### src/verilog/cachePkg.sv
package cachePkg;

	// Cache geometry
	localparam int lineCount = 64;
	localparam int indexWidth = 6;
	localparam int tagWidth = 7;
	localparam int adrWidth = 13; // index plus tag

	// Line layout
	localparam int laneCount = 8;
	localparam int dataWidth = 64;

	// Wishbone slave controller
	typedef enum logic [1:0]
	{
		Idle,
		Lookup,
		Respond
	} busState_t;

	// Low bits of the line address select the line
	function automatic logic [indexWidth-1:0] indexOf(input logic [adrWidth-1:0] adr);
		return adr[indexWidth-1:0];
	endfunction

	// Everything above the index is kept as the tag
	function automatic logic [tagWidth-1:0] tagOf(input logic [adrWidth-1:0] adr);
		return adr[adrWidth-1:indexWidth];
	endfunction

endpackage

### src/verilog/dataStore.sv
module dataStore
	import cachePkg::*;
(
	input  logic                  clk,
	input  logic [indexWidth-1:0] reqIndex,
	input  logic [laneCount-1:0]  laneWrite,
	input  logic [dataWidth-1:0]  writeData,
	input  logic                  clearOthers,
	output logic [dataWidth-1:0]  lineData
);

	// Each line viewed as byte lanes
	logic [laneCount-1:0][dataWidth/laneCount-1:0] lines [lineCount];
	logic [laneCount-1:0][dataWidth/laneCount-1:0] writeLanes;

	assign writeLanes = writeData;

	// Selected lanes take new bytes and the rest are zeroed on a replace
	always_ff @(posedge clk)
	begin
		for (int lane = 0; lane < laneCount; lane++)
		begin
			if (laneWrite[lane])
			begin
				lines[reqIndex][lane] <= writeLanes[lane];
			end
			else if (clearOthers)
			begin
				lines[reqIndex][lane] <= '0;
			end
		end
	end

	// Registered read sees the line before a same-edge write
	always_ff @(posedge clk)
	begin
		lineData <= lines[reqIndex];
	end

	assert property (@(posedge clk) !$isunknown(laneWrite))
		else $error("lane write enables unknown");

endmodule

### config.mk
export PLATFORM = sky130hd
export DESIGN_NAME = dataStore
export DESIGN_NICKNAME = d
export VERILOG_FILES = /design/src/verilog/cachePkg.sv /design/src/verilog/dataStore.sv
export SDC_FILE = /design/constraint.sdc
export NUM_CORES = 2
export LEC_CHECK = 0
export BUFFER_PORTS_ARGS = -buffer_cell sky130_fd_sc_hd__buf_4
export CORE_MARGIN = 2
export CORE_UTILIZATION = 45
export CTS_BUF_LIST = sky130_fd_sc_hd__clkbuf_16
export DETAILED_ROUTE_END_ITERATION = 10
export PLACE_DENSITY = 0.57
export RECOVER_POWER = 50
export SYNTH_ARGS = -nofsm -noshare
export SYNTH_HDL_FRONTEND = slang
export SYNTH_SLANG_ARGS = --single-unit
### constraint.sdc
create_clock -name clk -period 5.8 [get_ports clk]
set_input_delay 0.58 -clock clk [delete_from_list [all_inputs] [get_ports clk]]
set_output_delay 0.58 -clock clk [all_outputs]
set_load 0.01 [all_outputs]
# [Word-level counts from Yosys, hierarchy flattened]
# Memory sizes are Yosys's and may differ from the RTL's. A register that Yosys moved wholly into a read port is not among the register bits.
# Cells that the tools add are included.
[word_totals] register_bits=0 latch_bits=0 ramBits=4096 mem_bits_ro=0 mem_count=1
[memory_table] name="lines" words=64 width=64 rd=1 rd_clocked_by_memory_dff=1 write_ports=1 line="dataStore.sv:13" rtl="logic [laneCount-1:0][dataWidth/laneCount-1:0] lines [lineCount];"
[classes] addsub=0 multipliers=0 n_div=0 order_cmp=0 eq_ne=0 n_shift=0 muxes=41 n_bitwise=8 n_reduce_logical=0
[ops] cell="2-to-1 mux 8 bit" count=8
[ops] cell="2-to-1 mux 1 bit" count=33
[ops] cell="OR 1 bit" count=8

# [Depth between registers and ports, before layout]
[logic_depth] word_depth=4 depth_mapped=12 depth_no_buf=6

# [Worst setup path before layout]
# OpenSTA, ideal clock, no wires.
[synth_path] path_kind="input to register" startpoint="in reqIndex[0]" endpoint="mem lines[56][0] in the netlist's numbering (enable)" setup_ns=0.370 t_arrival_ns=2.340 required_ns=5.430 setup_slack_ns=3.089 path_stages=9 n_path_buf=6 path_cell_list="buf_6 -> buf_6 -> nor2_4 -> buf_2 -> buf_2 -> buf_2 -> nand2_1 -> clkbuf_1 -> nor2_1"
[synth_lines] element="start: declaration" line="dataStore.sv:5" rtl="input logic [indexWidth-1:0] reqIndex,"
[synth_lines] element="end: declaration" line="dataStore.sv:13"
# Straight into the memory's write port.

# [Worst setup path in the final report]
[layout_path] startpoint="in clearOthers" endpoint="mem lines[49][19] in the netlist's numbering (enable)"
[layout_between] elab_chain_cells=4
[layout_rtl] element="start: declaration" line="dataStore.sv:8" rtl="input logic clearOthers,"
[layout_rtl] element="2-to-1 mux 1 bit" line="dataStore.sv:27" rtl="else if (clearOthers)"
[layout_rtl] element="2-to-1 mux 1 bit" line="dataStore.sv:23" rtl="if (laneWrite[lane])"
[layout_rtl] element="2-to-1 mux 1 bit (implied by the code)" line="dataStore.sv:29" rtl="lines[reqIndex][lane] <= '0;"
[layout_rtl] element="OR 1 bit (no line)"
# No other way between the ends.

==> impl_metrics.csv <==
group,metric,value,unit
outcome,status,"finished with violations",
outcome,violations,"max-capacitance violations, max-slew violations",
critical_path,rrSetupSlack,3.44,ns
critical_path,critPathLaunchType,"input port",
yosys,seq_area_frac_synth,77.7,%
yosys,netlist_area,160000,um2
timing,slew_viol_final,3333,
yosys,synth_ff_type,"edfxtp_1",
grt,antenna_found_initial,16,
clocking,htreeDepth,5,
grt,grt-ovfl-total,0,
critical_path,arrival,5.19,ns
clocking,cts_made_buffers,415,
drt,num_vias,89400,
die,chipWidth,600,um
timing,rsz0062_at_grt,"false",
final_layout,nNetsFinal,9276,
final_layout,stdcell_count,14300,
yosys,yosysTopAreaCellShare,76.9,%
die,die_area,360000,um2
critical_path,crit_fanout,18,
timing,final.period_utilization,79.7,%
drt,drtIter0Drc,11300,
grt,grt_pass1_wl,658000,um
final_layout,nFillCells,28500,
timing,tightest_slew,3.04,ns
critical_path,path_class,"input port to register",
yosys,synth-compound-area-share,9.40,%
drt,vias_per_cell,6.26,
clocking,post_cts_buffers,0,
critical_path,startpoint,"clearOthers",
final_layout,register_area,124000,um2
placement,dp_cells,13500,
timing,setup_viol,0,
yosys,synth_area_per_cell,17.5,um2
drt,drt_wl_total,463000,um
grt,grt_max_degree,158,
die,coreArea,353000,um2
clocking,cts_resized,0,
yosys,ys_top_cells_by_count,"edfxtp_1 (4,096), nor2_1 (753), mux2i_1 (557)",
timing,relSlewSlack,-103,%
timing,fmax,216,MHz
yosys,ys_types,66,
pwr,power,0.0639,W
clocking,cts_tree,"done",
placement,portBuffers,143,
die,num_rows,218,
hold_path,min_from,"reqIndex[5]",
grt,grt_use_total,25.1,%
placement,place_congestion,0.828,
yosys,synth_top_cell_by_area,"edfxtp_1",
yosys,synthAdderAreaFrac,0,%
timing,final.setup.tns,0,ns
final_layout,multi_input_area,32800,um2
yosys,synthMuxAreaShare,7.18,%
final_layout,syn_to_final_growth,11.8,%
grt,first_global_vias,88600,
clocking,clock-sinks,4160,
critical_path,reg2regPathDepth,5,
die,boundaryPins,144,
yosys,synthCells,9126,
clocking,cts_root_buf,"clkbuf_16",
final_layout,drive_gt1_share,13.7,%
drt,drc,0,
critical_path,r2r-end,"lineData[1]",
drt,drtAntennaViolNets,0,
die,die_h,600,um
timing,hold_ws,0.153,ns
timing,skew,0.0427,ns
yosys,synth-xor-area-share,0,%
yosys,yosysMostFrequentCell,"edfxtp_1",
die,initial_utilization,45.3,%
clocking,cts.path.max_buffers,4,
placement,dp_hpwl,268000,um
yosys,yosys_warnings,0,
hold_path,hp-class,"input port to register",
critical_path,regToRegStartpoint,"lines[7][1]",
timing,hold_violations,0,
pwr,p_per_area,357,nW/um2
run,maxCapViolCount,52,
yosys,syn-num-nets,9206,
drt,wl_per_cell,32.4,um
clocking,clkSlewWorstSetupHoldPaths,0.06,ns
yosys,yosys.area_share.simple,3.72,%
yosys,netlist_top_cells_area,"edfxtp_1 (77%), mux2i_1 (3.5%), mux4_2 (2.6%), a22oi_1 (2.6%), a221oi_1 (2.3%)",
clocking,insertion_delay,0.97,ns
pwr,leakage,53.9,nW
yosys,yosys_register_bits,4160,
critical_path,cp-endpoint,"lines[49][19]",
drt,first_pass_iters,8,
pwr,ir_worst_vdd,270,uV
yosys,synth-edff-count,4096,
critical_path,cp.required,6.37,ns
timing,period_needed,4.62,ns
yosys,synth_top_family_by_area,"compound AO/OA/AOI/OAI gates",
critical_path,setup.worst_path.end_class,"register",
yosys,synthArstFlopShare,0,%
## cell usage in the layout, fill, tap and decap left out, types with 29 or more instances in the layout
master,Yosys,layout
buf_4,48,162
and2_2,0,60
clkbuf_16,0,423
a21oi_1,276,276
bufinv_16,0,42
edfxtp_1,4096,4096
nand4_1,33,33
mux4_2,185,185
nor3_1,129,124
a211oi_1,32,32
o311ai_0,29,29
clkinv_1,0,93
o221ai_1,67,67
a221oi_1,417,417
a31oi_1,63,63
o2bb2ai_1,114,114
nand3b_1,30,30
buf_12,0,36
clkbuf_1,315,65
inv_1,2,94
o22ai_1,268,268
clkbuf_2,0,61
mux2i_1,557,557
nand2_1,197,187
mux2_2,155,155
o21ai_0,142,142
nor2_1,753,743
a22oi_1,550,550
clkinv_2,0,71
dfxtp_1,64,64
## how the worst min path moves through the flow
stage	endpoint	depth (start not counted)
2_1_floorplan	lineData[2]	3
4_1_cts	lineData[3]	3
3_5_place_dp	lineData[2]	3
3_3_place_gp	lineData[2]	3
5_1_grt	lineData[3]	3
6_report	lineData[3]	3
## layer usage
layer,share of wire [%],track usage (%),wire length [um]
met1,41,35.0,188000
met2,47,40.2,220000
met3,8.5,4.27,39500
met4,3.3,8.07,15500
met5,0.0052,0,24
## cell families after synthesis
| family | count (synthesis) |
|---|---|
| flops | 4160 |
| buf+inv | 679 |
| compound gates | 2068 |
| mux | 897 |
| simple gates | 1322 |
## power breakdown
| group | leakage [nW] | switching, W | internal (W) |
|---|---|---|---|
| Clock | 6.87 | 0.0114 | 0.0151 |
| Sequential | 35.0 | 0.000176 | 0.0336 |
| Combinational | 12.0 | 0.00274 | 0.000957 |
## sequential cells by signal, indices dropped and copies added (netlist names)
| signal | count |
|---|---|
| lines | 4096 |
| lineData | 64 |
## critical path, cell delays in order
cell,delay [ns]
clkbuf_1,2.06
or2_0,0.93
nand2_1,0.68
nor2_1,0.86
## area by class of cell
class | instances | share of cell area, %
sequential | 4160 | 69.4
clock buffer | 423 | 5.91
tap | 4730 | 3.31
antenna | 10 | 0.0140
timing repair buffer | 328 | 1.42
multi-input combinational | 4287 | 18.3
inverter | 4 | 0.0210
clock inverter | 343 | 1.56
## metrics by stage
step	cell area, um2	worst slack, ns	util, %
3_5_place_dp	166000	1.49	47.0
5_1_grt	179000	1.17	50.7
4_1_cts	179000	1.95	50.8
6_report	179000	1.18	50.7
3_3_place_gp	166000	1.53	47.0
2_1_floorplan	160000	3.09	-
## timing repair
| item | 4_1_cts | 5_1_grt |
|---|---|---|
| setup endpoints to repair | 0 | 0 |
| hold buffers | 1 | 0 |
| endpoints found under the hold margin | 1 | 0 |
Note: power is estimated with default switching activity, not from simulation.
