<file path="src/verilog/cachePkg.sv">
package cachePkg;

	// Cache geometry
	localparam int lineCount = 64;
	localparam int indexWidth = 6;
	localparam int tagWidth = 7;
	localparam int adrWidth = 13; // index plus tag

	// Line layout
	localparam int laneCount = 8;
	localparam int dataWidth = 64;

	// Wishbone slave controller
	typedef enum logic [1:0]
	{
		Idle,
		Lookup,
		Respond
	} busState_t;

	// Low bits of the line address select the line
	function automatic logic [indexWidth-1:0] indexOf(input logic [adrWidth-1:0] adr);
		return adr[indexWidth-1:0];
	endfunction

	// Everything above the index is kept as the tag
	function automatic logic [tagWidth-1:0] tagOf(input logic [adrWidth-1:0] adr);
		return adr[adrWidth-1:indexWidth];
	endfunction

endpackage

</file>
<file path="src/verilog/tagStore.sv">
module tagStore
	import cachePkg::*;
(
	input  logic                  clk,
	input  logic                  reset,
	input  logic [indexWidth-1:0] reqIndex,
	input  logic [tagWidth-1:0]   reqTag,
	input  logic                  tagWrite,
	output logic                  hit
);

	logic [tagWidth-1:0] tags [lineCount];
	logic [lineCount-1:0] valid;
	logic [tagWidth-1:0] tagRead;
	logic validRead;

	// Valid bits are the only state cleared by reset
	always_ff @(posedge clk)
	begin
		if (reset)
		begin
			valid <= '0;
		end
		else if (tagWrite)
		begin
			valid[reqIndex] <= 1'b1;
		end
	end

	always_ff @(posedge clk)
	begin
		if (tagWrite)
			tags[reqIndex] <= reqTag;
	end

	// One-cycle read of the indexed entry
	always_ff @(posedge clk)
	begin
		tagRead <= tags[reqIndex];
	end

	always_ff @(posedge clk)
	begin
		if (reset)
			validRead <= 1'b0;
		else
			validRead <= valid[reqIndex];
	end

	assign hit = validRead && (tagRead == reqTag);

endmodule

</file>
<file path="config.mk">
export PLATFORM = sky130hd
export DESIGN_NAME = tagStore
export DESIGN_NICKNAME = d
export VERILOG_FILES = /design/src/verilog/cachePkg.sv /design/src/verilog/tagStore.sv
export SDC_FILE = /design/constraint.sdc
export NUM_CORES = 1
export LEC_CHECK = 0
export ABC_CLOCK_PERIOD_IN_PS = 1900
export BUFFER_PORTS_ARGS = -buffer_cell sky130_fd_sc_hd__buf_2
export CAP_MARGIN = 40
export CORE_ASPECT_RATIO = 0.75
export CORE_MARGIN = 1
export CORE_UTILIZATION = 59
export CTS_BUF_LIST = sky130_fd_sc_hd__clkbuf_2 sky130_fd_sc_hd__clkbuf_4 sky130_fd_sc_hd__clkbuf_8
export DETAILED_ROUTE_END_ITERATION = 8
export GPL_TIMING_DRIVEN = 1
export HOLD_SLACK_MARGIN = 0.15
export PLACE_DENSITY = 0.81
export SLEW_MARGIN = 20
export SYNTH_ARGS = -nofsm -noshare
export SYNTH_HDL_FRONTEND = slang
export SYNTH_SLANG_ARGS = --single-unit
</file>
<file path="constraint.sdc">
create_clock -name clk -period 1.9 [get_ports clk]
set_input_delay 0.095 -clock clk [delete_from_list [all_inputs] [get_ports clk]]
set_output_delay 0.095 -clock clk [all_outputs]
set_load 0.01 [all_outputs]
</file>
Yosys cells after proc, flatten, opt, wreduce, memory -nomap -nowiden

Memory sizes are Yosys's and may differ from the RTL's. A register that Yosys moved wholly into a read port is not among the register bits.
Cells that the tools add are included.

RAM bits: 448
Memories kept: 1
Flip-flop bits (word level): 65
Output and inout port bits: 1
Input bits: 16
Logic and storage cells: 15

Memory list:

| memory | depth | bits a word | read ports | clocked after Yosys merged registers in | write ports | RTL line       | text |
|---|---|---|---|---|---|---|---|
| tags   | 64    | 7           | 1          | 1                                       | 1           | tagStore.sv:12 | `logic [tagWidth-1:0] tags [lineCount];` |

Equality and inequality tests: 1
Mux-type cells: 6
Bitwise gates (word level): 1
Reductions and logical operators: 2
Magnitude comparators: 2

Operator list:

| operator             | number |
|---|---|
| $or A64 B64 Y64      | 1 |
| $eq A7 B7 Y1         | 1 |
| $lt A6 B7 Y1 const B | 1 |
| $bmux W1 S6          | 1 |
| $demux W1 S6         | 1 |
| $ge A6 B1 Y1 const B | 1 |
| $mux W1              | 4 |
| $logic_and A1 B1 Y1  | 2 |

Depth between registers and ports, before layout

Depth after elaboration: 5
Depth in mapped cells: 10
Depth with buffers taken out: 5

Worst setup path after synthesis

Ideal clock, no wire load.

Kind: input to register
Start: in reqIndex[0]
End: mem tags[15][0] (enable)
Cell stages on the path: 8
Required time: 1,532 ps
Setup time: 368 ps
Path buffers: 6
Arrival: 1,666 ps
Slack: -134 ps
Path through: buf_6 buf_6 buf_4 buf_4 buf_2 buf_2 nand3_1 nor2_1

RTL lines:

| item        | RTL line       | text |
|---|---|---|
| from (decl) | tagStore.sv:6  | `input logic [indexWidth-1:0] reqIndex,` |
| to (decl)   | tagStore.sv:12 |  |

Straight into the memory's write port.

==> flow_metrics.py <==
metrics = {
    "route": {
        "first_pass_iters": 6,
        "wl_per_cell_um": 27.9,
        "vias_per_cell": 6.45,
        "wl_um": 57000,
        "drt.antenna.violating_nets": 0,
        "drc": 0,
        "dr.first_iter.drc_count": 1857,
        "num_vias": 13200,
    },
    "setup_path": {
        "worst_ep_required_time_ns": 2.41,
        "crit_buf_inv": 0,
        "cp-start-kind": "register",
        "crit_chain": "mux4_2, mux2i_1, o22a_1, o211ai_1, or4b_1",
        "cp_slowest_cell": "or4b_1",
        "arrival_ns": 2.68,
        "cpPeakStageDelay_ns": 0.54,
        "critPathKind": "reg -> reg",
        "critPathCaptureType": "register",
        "cpLargestDelayFamily": "multiplexers",
        "critPathMaxFanout": 1,
    },
    "place": {
        "gp_congestion": 1.02,
        "dpl.cell_count": 1890,
        "io_buffers": 16,
        "dp_hpwl_um": 37500,
        "place_ws_ns": -0.477,
    },
    "die": {
        "die_area_sq_um": 35400,
        "initial_utilization_pct": 60.5,
        "num_rows": 58,
        "dieWidth_um": 217,
        "io_pins": 17,
        "core_area_sq_um": 33800,
        "fp.dieH_um": 163,
    },
    "sta": {
        "fin_ws_ns": -0.273,
        "max_freq_mhz": 460,
        "hold-worst-slack_ns": 0.233,
        "slew_violations": 0,
        "timing.final.crit_share_pct": 114,
        "setup_viol": 10,
        "hold_viol": 0,
        "fin_setup_tns_ns": -0.662,
        "relSlewSlack_pct": 41.9,
        "rsz0062_at_grt": "yes",
        "skew_ns": 0.0187,
        "fin_crit_ns": 2.17,
        "worst_pin_slew_ns": 0.868,
    },
    "yosys": {
        "synth_edf_count": 448,
        "synth_cell_type_count": 58,
        "syn_avg_cell_area_sq_um": 16.2,
        "ys_ff_latch": 520,
        "synth.most_common_cell": "edfxtp_1",
        "async_reset_ff_share_pct": 0,
        "syn-num-nets": 1281,
        "synth_ff_type": "edfxtp_1",
        "synthCells": 1265,
        "synthTopCellsByArea": "edfxtp_1 66%, dfxtp_1 7.0%, mux4_2 6.1%, nor2_1 3.9%, mux2i_1 2.7%",
        "yosys_warnings": 0,
        "seq_area_frac_synth_pct": 72.8,
        "syn_area_sq_um": 20500,
        "yosysTopAreaCell": "edfxtp_1",
        "synth_top_cell_area_share_pct": 65.8,
        "synth.top_cells.by_count": "448 x edfxtp_1, 211 x nor2_1, 72 x dfxtp_1",
    },
    "finish": {
        "synthToLayoutAreaGrowth_pct": 20.9,
        "regArea_sq_um": 14900,
        "layout-drive-gt1-share_pct": 32.9,
        "multi_input_comb_area_sq_um": 5300,
        "utilization_pct": 73.1,
        "nFillCells": 2033,
        "nNetsFinal": 1546,
        "instances_no_fill": 2042,
    },
    "clock_network": {
        "postCtsSetupBuffers": 0,
        "clk_pin_slew_ns": 0.07,
        "cts.sinks": 520,
        "clkLatencyLatePin_ns": 0.64,
        "root_buffer": "clkbuf_8",
        "cts_buffers": 76,
        "htreeDepth": 3,
        "cts_tree": "done",
        "cts_buffer_depth": 3,
    },
    "min_path": {
        "hold_path.class": "in -> reg",
    },
    "pwr": {
        "peakVddDrop_v": 0.000731,
        "p_leak_nw": 8.63,
        "power_density_nw_per_um2": 956,
    },
    "grt": {
        "grt_max_degree": 66,
        "antenna_found_initial": 3,
        "grt-ovfl-total": 0,
        "grt_pass1_vias": 13100,
        "grt_use_total_pct": 33.2,
        "grt_pass1_wl_um": 82900,
    },
    "run_status": {
        "violations": "negative setup slack",
        "status": "finished, violations left",
    },
    "flow_run": {
        "max_cap_violations": 0,
    },
}
area by class of cell:
class | instances | share of cell area (%)
timing repair buffer | 269 | 9.34
clock buffer | 119 | 5.94
tap | 450 | 2.28
inverter | 3 | 0.0456
multi-input combinational | 660 | 21.4
sequential | 520 | 60.2
antenna | 1 | 0.0101
clock inverter | 20 | 0.698
worst paths after layout:
kind / from / end / slack, ns / cells after the start
worst min-delay path: reqTag[4] / tags[57][4] / 0.23 / 2
worst max-delay path: tags[59][2] / tagRead[2] / -0.27 / 5
worst max register to register: tags[59][2] / tagRead[2] / -0.27 / 5
worst min register to register: valid[14] / valid[14] / 0.46 / 2
cell usage in the layout (no fill, tap or decap), types with 8 or more instances in the layout:
cell type | Yosys | layout
nand2b_1 | 13 | 13
nor2_1 | 211 | 195
edfxtp_1 | 448 | 448
clkinv_2 | 0 | 12
a22oi_1 | 32 | 29
buf_12 | 0 | 23
dfxtp_1 | 72 | 72
o2bb2ai_1 | 10 | 9
buf_2 | 27 | 13
mux2_2 | 36 | 34
nand3_1 | 11 | 9
o22ai_1 | 17 | 16
nor2_4 | 0 | 16
clkbuf_4 | 0 | 27
dlygate4sd3_1 | 0 | 12
nor3b_1 | 9 | 9
nand2_1 | 35 | 34
clkbuf_8 | 0 | 92
a21oi_1 | 23 | 23
o21ai_0 | 21 | 19
a221oi_1 | 23 | 20
mux2i_1 | 55 | 53
mux4_2 | 55 | 56
a22o_1 | 8 | 8
a221o_1 | 15 | 15
buf_4 | 12 | 220
metrics by stage:
| stage | total power, mW | area (sq um) |
|---|---|---|
| 5_1_grt | 24.3 | 24700 |
| 3_3_place_gp | 14.2 | 22900 |
| 3_5_place_dp | 14.3 | 22900 |
| 2_1_floorplan | 13.5 | 20600 |
| 4_1_cts | 23.7 | 24700 |
| 6_report | 23.6 | 24700 |
where the power goes:
| group | internal, mW | leakage [nW] | total, mW | switching (mW) |
|---|---|---|---|---|
| Sequential | 12.5 | 4.61 | 12.5 | 0.0350 |
| Combinational | 0.651 | 3.13 | 1.62 | 0.969 |
| Clock | 5.33 | 0.881 | 9.50 | 4.17 |
| Total | 18.5 | 8.63 | 23.6 | 5.17 |
worst reg2reg max path, stage by stage (launching register included):
cell	delay [ns]
edfxtp_1	0.37
mux4_2	0.47
mux2i_1	0.26
o22a_1	0.19
o211ai_1	0.23
or4b_1	0.54
routing by layer:
metal	routed length [um]	track usage, %	vias to the layer above
li1	-	-	5466
met1	21100	44.8	6561
met2	25800	49.1	998
met5	28	0	-
met3	8260	12.7	141
met4	1820	12.6	4
state kept, by name, summed over array words and instances (netlist names):
register and count:
validRead 1, valid 64, tagRead 7, tags 448
repair_timing:
item                                    CTS  global route
endpoints found under the hold margin   349             0
resized for setup                        17             2
hold buffers                             12             0
pin swaps                                15             0
endpoints found under the setup margin    4             5
kinds of logic (layout without fill, tap and decap cells):
kind of cell,count (synthesis),after routing,share of synthesized area [%]
AND/OR/NAND/NOR,326,326,7.11
buffers and inverters,85,411,2.29
other,0,1,0
flip-flops,520,520,72.8
XOR/XNOR,7,7,0.300
multiplexers,151,151,11.1
AO/OA/AOI/OAI,176,176,6.36
Note: power is estimated with default switching activity, not from simulation.
