===== src/verilog/cachePkg.sv =====
package cachePkg;

	// Cache geometry
	localparam int lineCount = 64;
	localparam int indexWidth = 6;
	localparam int tagWidth = 7;
	localparam int adrWidth = 13; // index plus tag

	// Line layout
	localparam int laneCount = 8;
	localparam int dataWidth = 64;

	// Wishbone slave controller
	typedef enum logic [1:0]
	{
		Idle,
		Lookup,
		Respond
	} busState_t;

	// Low bits of the line address select the line
	function automatic logic [indexWidth-1:0] indexOf(input logic [adrWidth-1:0] adr);
		return adr[indexWidth-1:0];
	endfunction

	// Everything above the index is kept as the tag
	function automatic logic [tagWidth-1:0] tagOf(input logic [adrWidth-1:0] adr);
		return adr[adrWidth-1:indexWidth];
	endfunction

endpackage


===== src/verilog/busControl.sv =====
module busControl
	import cachePkg::*;
(
	input  logic                  clk,
	input  logic                  reset,

	// Wishbone slave side
	input  logic                  cyc,
	input  logic                  stb,
	input  logic                  we,
	input  logic [adrWidth-1:0]   adr,
	input  logic [laneCount-1:0]  sel,
	input  logic [dataWidth-1:0]  datIn,
	output logic [dataWidth-1:0]  datOut,
	output logic                  ack,
	output logic                  err,

	// Lookup results from the stores
	input  logic                  hit,
	input  logic [dataWidth-1:0]  lineData,

	// Store requests
	output logic [indexWidth-1:0] reqIndex,
	output logic [tagWidth-1:0]   reqTag,
	output logic                  tagWrite,
	output logic [laneCount-1:0]  laneWrite,
	output logic [dataWidth-1:0]  writeData,
	output logic                  clearOthers
);

	busState_t state;
	logic request;
	logic weReg;
	logic [laneCount-1:0] selReg;
	logic responding;
	logic commit;
	logic readHit;

	assign request = cyc && stb;

	always_ff @(posedge clk)
	begin
		if (reset)
		begin
			state <= Idle;
		end
		else
		begin
			case (state)
				Idle:
				begin
					if (request)
						state <= Lookup;
				end
				Lookup:
				begin
					state <= Respond; // stores read during this cycle
				end
				Respond:
				begin
					state <= Idle;
				end
				default:
				begin
					state <= Idle;
				end
			endcase
		end
	end

	// Request held until the response is done
	always_ff @(posedge clk)
	begin
		if (state == Idle && request)
		begin
			weReg <= we;
			selReg <= sel;
			writeData <= datIn;
			reqIndex <= indexOf(adr);
			reqTag <= tagOf(adr);
		end
	end

	assign responding = (state == Respond);
	assign commit = responding && weReg;
	assign readHit = responding && !weReg && hit;

	// Writes land at the edge that leaves Respond
	assign tagWrite = commit;
	assign laneWrite = commit ? selReg : '0;
	assign clearOthers = commit && !hit; // miss replaces the whole line

	// Writes always succeed and reads only on a hit
	assign ack = responding && (weReg || hit);
	assign err = responding && !weReg && !hit;
	assign datOut = readHit ? lineData : '0;

	// A single response kind, two edges after the request was taken
	assert property (@(posedge clk) disable iff (reset)
		(ack || err) |-> (ack != err) && $past(state == Idle && request, 2))
		else $error("response not single or not two edges after its request");

	// Master must still be holding its request when answered
	assert property (@(posedge clk) disable iff (reset) (ack || err) |-> (cyc && stb))
		else $error("response without a pending request");

endmodule


===== config.mk =====
export PLATFORM = sky130hd
export DESIGN_NAME = busControl
export DESIGN_NICKNAME = d
export VERILOG_FILES = /design/src/verilog/cachePkg.sv /design/src/verilog/busControl.sv
export SDC_FILE = /design/constraint.sdc
export NUM_CORES = 1
export LEC_CHECK = 0
export BUFFER_PORTS_ARGS = -buffer_cell sky130_fd_sc_hd__buf_4
export CORE_AREA = 2 2 119 121
export DETAILED_ROUTE_END_ITERATION = 10
export DIE_AREA = 0 0 121 123
export PLACE_DENSITY = 0.52
export SLEW_MARGIN = 30
export SYNTH_ARGS = -nofsm -noshare
export SYNTH_HDL_FRONTEND = slang
export SYNTH_SLANG_ARGS = --single-unit

===== constraint.sdc =====
create_clock -name clk -period 8.01 [get_ports clk]
set_input_delay 1.602 -clock clk [delete_from_list [all_inputs] [get_ports clk]]
set_output_delay 1.602 -clock clk [all_outputs]
set_load 0.01 [all_outputs]

# Word-level counts from Yosys, hierarchy flattened
# Cells that the tools add are included.
# classes
n_eq_ne	3
mux	4
reduce_logical	12
# op_table
operator	n
two-way mux 64 bit	1
logical AND 1 bit	8
two-way mux 8 bit	1
case mux 2 bit (2 select lines)	1
== test 2 x 1 -> 1 bit (second input constant)	1
== test 2 bit (second input constant)	1
logical NOT 1 bit	2
logical NOT 2 bit	1
two-way mux 2 bit	1
!= test 2 bit (second input constant)	1
logical OR 1 bit	1
# word_totals
regBits	88
inputBits	155
output_inout_bits	153
word_cells	25

# Longest topological paths before layout
# Gate-level depths: netlist of run 1.
# logic_depth
ltp_word	4
ltp_mapped	4
ltp_nobuf	2

# Worst setup path before layout of run 1
# No wires, ideal clock.
# synth_timing
path_kind	input port to flip-flop
from	input port cyc
to	register reqIndex[0], enable pin
setup_ns	0.531
arrival_time_ns	5.284
required_ns	7.479
setup_slack_ns	2.195
stages	2
n_path_buf	0
cell_sequence	nand3b_1 nor2_1
# synth_via
elab_chain_len	2
# synth_lines
element	line_no	rtl
start, declared	busControl.sv:8	input logic cyc,
logical AND 1 bit	busControl.sv:39	assign request = cyc && stb;
logical AND 1 bit	busControl.sv:74	if (state == Idle && request)
end signal, assigned	busControl.sv:79	reqIndex <= indexOf(adr);
end, declared	busControl.sv:23	output logic [indexWidth-1:0] reqIndex,
# Every way passes these cells.
# A chain may end at the register's enable or synchronous reset.

# Worst setup path after layout of run 1
# layout_timing
from	input port hit
to	output port datOut[44]
# layout_via
elab_chain_len	2
# layout_lines
element	line_no	rtl
start, declared	busControl.sv:19	input logic hit,
logical AND 1 bit	busControl.sv:86	assign readHit = responding && !weReg && hit;
two-way mux 64 bit	busControl.sv:96	assign datOut = readHit ? lineData : '0;
end, declared	busControl.sv:14	output logic [dataWidth-1:0] datOut,
# Every way passes these cells.

==> results of run 1 <==
-- power by group --
part / internal [W] / switching [W]
clock: 0.000211 / 0.000171
sequential: 0.000530 / 0.00000547
combinational: 0.0000698 / 0.0000399
-- layout by cell type (no fill, tap or decap), types with 2 or more instances in the layout --
cell type / Yosys / routed
buf_4: 0 / 308
edfxtp_1: 86 / 86
and2_1: 72 / 72
clkbuf_16: 0 / 9
diode_2: 0 / 3
nor2_1: 3 / 2
nor3_1: 2 / 2
clkinv_2: 0 / 2
inv_6: 0 / 2
clkinvlp_4: 0 / 2
dfxtp_1: 2 / 2
-- worst max-delay path: cells and delay by family --
| family | cells | cell delay, ps |
|---|---|---|
| AND/OR/NAND/NOR | 2 | 390 |
| buffers and inverters | 3 | 610 |
-- layout make-up --
cell class	instances	area share
Sequential cell	88	0.439
Clock inverter	6	0.00712
Multi-Input combinational cell	83	0.0883
Antenna cell	3	0.00126
Tap cell	180	0.0377
Timing Repair Buffer	309	0.389
Clock buffer	10	0.0383
-- flip-flops by register name, indices dropped and copies added (netlist names) --
name	cells
weReg	1
selReg	8
reqTag	7
state	2
writeData	64
reqIndex	6
-- kinds of logic after synthesis --
group	Yosys count	synth area share
flops	88	0.813
simple gates	83	0.161
buf+inv	8	0.0260
-- worst max-delay path by stage --
stage	from	endpoint	slack [ps]
2_1_floorplan	cyc	reqIndex[0]	2190
3_3_place_gp	hit	datOut[19]	3800
3_5_place_dp	hit	datOut[60]	3780
4_1_cts	hit	datOut[60]	3780
5_1_grt	hit	datOut[60]	3700
6_report	hit	datOut[44]	3790
-- per-stage QoR --
step / instances / worst slack (ps) / instance area [µm²] / power [W] / util
final: 679 / 3790 / 5980 / 0.00103 / 0.439
after floorplan: 179 / 2190 / 3230 / 0.000568 / -
after global placement: 660 / 3800 / 5700 / 0.000655 / 0.418
after CTS: 676 / 3780 / 5970 / 0.00104 / 0.439
after detailed placement: 660 / 3780 / 5700 / 0.000657 / 0.419
after global routing: 677 / 3700 / 5970 / 0.00107 / 0.439
-- layer usage --
metal	GRT usage	wire, µm	vias to the layer above
li1	-	-	1257
met1	0.167	4260	1257
met2	0.278	6610	184
met3	0.0729	1540	10
met4	0.0451	72	2
met5	0	10	-
==> results.toml, run 1 <==
[cts]
hold_buffers = 0
clk_pin_slew_ps = 70
tritoncts = "yes"
post_cts_buffers = 0
cts_resized = 0
clockBufferDepth = 2
clk_latency_ps = 330
numCtsBuffers = 9
clock-sinks = 88
clockRootBuffer = "clkbuf_16"
htreeDepth = 3

[sta]
timing.final.crit_period_ps = 4220
setup_viol = 0
hold_violations = 0
finClkSkew_ps = 8.43
hold_ws_ps = 516
slew_viol_final = 0
worstMarginPinSlew_ps = 803
tns_ps = 0
rsz0062_at_grt = "no"
fin_crit_sh = 0.527
relSlewSlack = 0.465
max_freq_mhz = 237

[route]
drc_errors = 0
routed_wl_um = 12500
vias = 2710
vias_per_cell = 3.99
first_pass_iters = 4
drtIter0Drc = 132
wl_per_cell_um = 18.4
ant_nets = 0

[hold_path]
hold_end = "state[1]"
min_path_type = "flip-flop to flip-flop"
holdPathStages = 1
hold_path_startpoint = "state[0]"

[floorplanning]
dieArea_mm2 = 0.0149
die_y_um = 123
rows = 43
start_util = 0.237
core_mm2 = 0.0136
dieWidth_um = 121
io_pins = 308

[synthesis]
syn_nets = 334
yosys_register_bits = 88
synth_edf_count = 86
yosysTopAreaCell = "edfxtp_1"
synth.cell_area_mm2 = 0.00323
synth_top_area_share = 0.800
synth_most_common_cell = "edfxtp_1"
yosys_warnings = 0
async_flop_share = 0
ys_types = 13
avgSynthCellArea_um2 = 18.0
seq_area_frac_synth = 0.813
ys_top_cells_by_area = "edfxtp_1 80%, and2_1 14%, buf_6 2.4%, dfxtp_1 1.2%, and4bb_1 0.39%"
synth.cells.most_frequent = "86 x edfxtp_1, 72 x and2_1, 7 x buf_6"
synthCells = 179
yosys_most_used_dff = "edfxtp_1"

[place]
globalplace.congestion = 0.749
hpwl_um = 10500
place.port_buffers = 307

[pwr]
p_leak_nw = 2.73
p_per_area_mw_per_mm2 = 172
ir_worst_vdd_mv = 0.129

[critical_path]
path_cells = "buf_4 -> and4bb_1 -> buf_4 -> and2_1 -> buf_4"
cp-end-kind = "primary output"
required_ps = 6410
r2r_cells = 3
rr_endpoint = "writeData[23]"
startpoint_type = "input port"
rr_startpoint = "state[0]"
reg2reg_setup_slack_ps = 6300
crit_path_max_incr_delay_ps = 380
crit_path_top_delay_cell = "buf_4"
crit_top_cell = "buf_4"
cp.arrival_ps = 2620
critPathMaxFanout = 64
setup.worst_path.class = "input port to primary output"

[global_routing]
antenna_found_initial = 4
first_global_vias = 2755
grt.overflow.total = 0
grt_first_pass_wirelength_um = 16700
track_usage = 0.157
grt_start_max_net_pins = 87

[flow_run]
drv_cap = 0

[cells_and_area]
seq_area_mm2 = 0.00262
multi_input_area_um2 = 528
drive_gt1_frac = 0.655
fillCellCount = 1253
syn_to_final_growth_pct = 85.3
nNetsFinal = 646

[outcome]
status = "finished clean"
Note: power is estimated with default switching activity, not from simulation.
==> run 2: changes to the inputs <==
- CORE_AREA: 2 2 119 121 -> 2 2 120 122
- DIE_AREA: 0 0 121 123 -> 0 0 122 124
- clock period: 8.01 -> 4.1 ns (I/O delays scaled with it)
==> results.toml, run 2 (synthesis results as in run 1) <==
[critical_path]
cp-end-kind = "primary output"
path_cells = "buf_4 -> and4bb_1 -> buf_4 -> and2_1 -> buf_4"
required_ps = 3280
crit_top_cell = "buf_4"
crit_path_top_delay_cell = "buf_4"
startpoint_type = "input port"
setup.worst_path.class = "input port to primary output"
critPathBufInv = 3
critPathMaxFanout = 64
worst_path_dominant_cell_family = "buffers and inverters"
cp.arrival_ps = 1830
crit_path_max_incr_delay_ps = 380

[outcome]
status = "finished clean"

[global_routing]
grt_first_pass_wirelength_um = 14000
antenna_found_initial = 0
first_global_vias = 2601
grt_start_max_net_pins = 87
grt.overflow.total = 0
track_usage = 0.125

[cts]
htreeDepth = 3
post_cts_buffers = 0
numCtsBuffers = 9
hold_buffers = 0
clockRootBuffer = "clkbuf_16"
clk_pin_slew_ps = 60
cts_resized = 0
clock-sinks = 88
clk_latency_ps = 330
tritoncts = "yes"
clockBufferDepth = 2

[cells_and_area]
largest_reg_flops = 64
insertedDiodeCount = 0
largest-register = "writeData"
syn_to_final_growth_pct = 86.3
layout_common_cells = "308 x buf_4, 86 x edfxtp_1, 72 x and2_1"
finish.instance_area_mm2 = 0.00601
nNetsFinal = 646
reg.largest.list = "writeData: 64 flops, selReg: 8 flops, reqTag: 7 flops"
post-route-util = 0.438
fillCellCount = 1301
final_common_cell = "buf_4"
drive_gt1_frac = 0.651

[place]
place.port_buffers = 307
placed_area_mm2 = 0.00570
pre_cts_ws_ps = 1450
globalplace.congestion = 0.776
hpwl_um = 8470

[pwr]
total_power_w = 0.00211
p_per_area_mw_per_mm2 = 350
ir_worst_vdd_mv = 0.295
p_leak_nw = 2.75

[route]
drtIter0Drc = 71
drc_errors = 0
routed_wl_um = 10400
vias_per_cell = 3.90
wl_per_cell_um = 15.4
first_pass_iters = 4
ant_nets = 0
vias = 2638

[sta]
setup_ws_ps = 1450
fin_crit_sh = 0.647
tns_ps = 0
rsz0062_at_grt = "no"
timing.final.crit_period_ps = 2650
finClkSkew_ps = 5.80
setup_viol = 0
relSlewSlack = 0.472
slew_viol_final = 0
worstMarginPinSlew_ps = 792
hold_violations = 0
max_freq_mhz = 377

[hold_path]
min_path_type = "flip-flop to flip-flop"

[flow_run]
drv_cap = 0

[floorplanning]
io_pins = 308
rows = 43
dieArea_mm2 = 0.0151
start_util = 0.235
core_mm2 = 0.0137
die_y_um = 124
dieWidth_um = 122
run 2: changes by cell type in the layout (fill, tap and decap cells not counted), sizes merged:
cell      previous run  this run
bufinv               0         2
inv                  2         0
diode                3         0
clkinv               2         3
clkinvlp             2         1
run 2: routing by layer:
metal | up-vias | GRT usage | share of wire
li1 | 1251 | - | -
met1 | 1206 | 0.115 | 0.30
met2 | 174 | 0.242 | 0.56
met3 | 7 | 0.0618 | 0.13
met4 | 0 | 0.0366 | 0.0082
met5 | - | 0 | 0
run 2: final timing paths:
check / from / end / slack (ps) / cells after the start
worst max-delay path: hit / datOut[33] / 1450 / 5
worst min-delay path: state[0] / state[1] / 530 / 1
worst max register to register: state[0] / writeData[30] / 2410 / 3
worst min register to register: state[0] / state[1] / 530 / 1
run 2: layout make-up:
type | count | area [µm²] | area share
sequential | 88 | 2620 | 0.436
timing repair buffer | 309 | 2320 | 0.386
multi-input combinational | 83 | 528 | 0.0878
clock buffer | 10 | 229 | 0.0381
tap | 180 | 225 | 0.0375
clock inverter | 6 | 83.8 | 0.0139
run 2: report_power, final:
group | switching, W | leakage, nW | internal (W) | total (W)
clock | 0.000320 | 0.148 | 0.000531 | 0.000851
combinational | 0.0000736 | 1.78 | 0.000136 | 0.000210
sequential | 0.0000107 | 0.818 | 0.00103 | 0.00105
total | 0.000404 | 2.75 | 0.00170 | 0.00211
run 2: stage by stage:
step           hold WS [ps]  cells
2_1_floorplan           473    179
3_3_place_gp            492    660
3_5_place_dp            521    660
4_1_cts                 544    676
5_1_grt                 559    676
6_report                532    676
==> run 3: changes to the inputs <==
- ABC_AREA: default -> 1
- CORE_AREA: 2 2 120 122 -> 2 2 121 123
- DIE_AREA: 0 0 122 124 -> 0 0 123 125
- clock period: 4.1 -> 2.5 ns (I/O delays scaled with it)
==> results.toml, run 3 <==
[cts]
hold_buffers = 0
numCtsBuffers = 9
clock-sinks = 88
tritoncts = "yes"
clk_pin_slew_ps = 70
clockRootBuffer = "clkbuf_16"
htreeDepth = 3
cts_resized = 0
clockBufferDepth = 2
clk_latency_ps = 340
post_cts_buffers = 0

[cells_and_area]
drive_gt1_frac = 0.593
post-route-util = 0.434
final_common_cell = "buf_4"
nNetsFinal = 726
syn_to_final_growth_pct = 83.9
reg.largest.list = "writeData: 64 flops, selReg: 8 flops, reqTag: 7 flops"
fillCellCount = 1357
largest_reg_flops = 64
layout_common_cells = "308 x buf_4, 86 x edfxtp_1, 76 x inv_1"
insertedDiodeCount = 0
finish.instance_area_mm2 = 0.00616
largest-register = "writeData"

[critical_path]
startpoint_type = "flip-flop"
r2r_cells = 4
cp-end-kind = "primary output"
crit_path_top_delay_cell = "edfxtp_1"
cp.depth = 5
worst_path_dominant_cell_family = "simple AND/OR/NAND/NOR gates"
setup.worst_path.class = "flip-flop to primary output"
required_ps = 2000
cp.arrival_ps = 1700
rr_startpoint = "state[1]"
rr_endpoint = "reqIndex[2]"
critPathMaxFanout = 33
startpoint = "weReg"
reg2reg_setup_slack_ps = 1030
cp-endpoint = "datOut[19]"
path_cells = "nor2_2 -> nand2_4 -> buf_12 -> nor2_1 -> buf_4"
crit_path_max_incr_delay_ps = 460
critPathBufInv = 2

[synthesis]
syn_nets = 411
synthCells = 256
synth_edf_count = 86
synth.cell_area_mm2 = 0.00335
yosysTopAreaCell = "edfxtp_1"
async_flop_share = 0
yosys_register_bits = 88
yosys_most_used_dff = "edfxtp_1"
yosys_warnings = 0
avgSynthCellArea_um2 = 13.1
synth_top_area_share = 0.771
seq_area_frac_synth = 0.783
ys_top_cells_by_area = "edfxtp_1 77%, inv_1 8.5%, nor2_1 7.3%, nor2_2 2.2%, buf_6 2.0%"
ys_types = 11
synth.cells.most_frequent = "86 x edfxtp_1, 76 x inv_1, 65 x nor2_1"
synth_most_common_cell = "edfxtp_1"

[place]
globalplace.congestion = 0.721
placed_area_mm2 = 0.00587
place.port_buffers = 307
hpwl_um = 9090

[global_routing]
antenna_found_initial = 0
track_usage = 0.135
first_global_vias = 2984
grt_first_pass_wirelength_um = 15400
grt_start_max_net_pins = 87
grt.overflow.total = 0

[flow_run]
drv_cap = 0

[pwr]
p_per_area_mw_per_mm2 = 551
p_leak_nw = 3.11
ir_worst_vdd_mv = 0.436

[sta]
finClkSkew_ps = 9.68
relSlewSlack = 0.669
fin_crit_sh = 0.881
setup_viol = 0
worstMarginPinSlew_ps = 496
tns_ps = 0
timing.final.crit_period_ps = 2200
slew_viol_final = 0
hold_violations = 0
rsz0062_at_grt = "no"
max_freq_mhz = 454

[hold_path]
hold_path_startpoint = "datIn[42]"
min_path_type = "input port to flip-flop"

[floorplanning]
die_y_um = 125
rows = 44
core_mm2 = 0.0142
start_util = 0.236
dieArea_mm2 = 0.0154
io_pins = 308
dieWidth_um = 123

[route]
routed_wl_um = 11200
drc_errors = 0
drtIter0Drc = 105
wl_per_cell_um = 14.8
ant_nets = 0
first_pass_iters = 4
vias = 2952
vias_per_cell = 3.89

[outcome]
status = "finished clean"
-- run 3: cell types whose count changed after synthesis, moves of 3 or more --
cell     before  now
nor2_1        3   65
nor2_2        0   12
inv_1         0   76
nand2_1       0    3
and2_1       72    0
-- run 3: final cells by class --
class | instances | area (µm²) | area share
sequential | 88 | 2620 | 0.426
tap | 184 | 230 | 0.0374
clock buffer | 9 | 225 | 0.0366
multi-input combinational | 86 | 382 | 0.0620
inverter | 76 | 285 | 0.0463
timing repair buffer | 310 | 2350 | 0.382
clock inverter | 6 | 61.3 | 0.00996
-- run 3: worst min path at each step --
stage	to	slack [ps]	depth (start not counted)
after global routing	writeData[21]	320	1
after floorplan	state[1]	420	1
after global placement	state[1]	430	1
after CTS	writeData[61]	320	1
after detailed placement	state[1]	430	1
final	writeData[42]	340	1
-- run 3: cell families (layout without fill, tap and decap cells) --
logic type,Yosys count,in the layout,share of synthesized area
buffers and inverters,82,401,0.105
flip-flops,88,88,0.783
AND/OR/NAND/NOR,86,86,0.112
-- run 3: worst register-to-register path, stage by stage (launching register included) --
cell	delay [ps]
dfxtp_1	320
inv_1	110
nand2_1	120
nor2_4	120
buf_12	360
-- run 3: power by group --
part           internal (W)  total [W]  leakage [nW]  switching, W
Combinational      0.000233   0.000384          2.15      0.000151
Sequential          0.00170    0.00172         0.818     0.0000181
Clock              0.000764    0.00130         0.141      0.000532
-- run 3: per-layer routing --
metal / track usage / vias up / routed length (µm)
li1: - / 1413 / -
met1: 0.130 / 1334 / 3610
met2: 0.240 / 194 / 5780
met3: 0.0744 / 11 / 1610
met4: 0.0481 / 0 / 189
met5: 0 / - / 0
-- run 3: through the flow --
step / cells / setup slack [ps] / hold slack [ps] / power (W)
floorplan: 256 / 200 / 421 / 0.00184
global placement: 744 / 505 / 433 / 0.00213
detailed placement: 744 / 506 / 434 / 0.00214
CTS: 759 / 273 / 322 / 0.00345
global route: 759 / 165 / 318 / 0.00352
finish: 759 / 297 / 337 / 0.00340
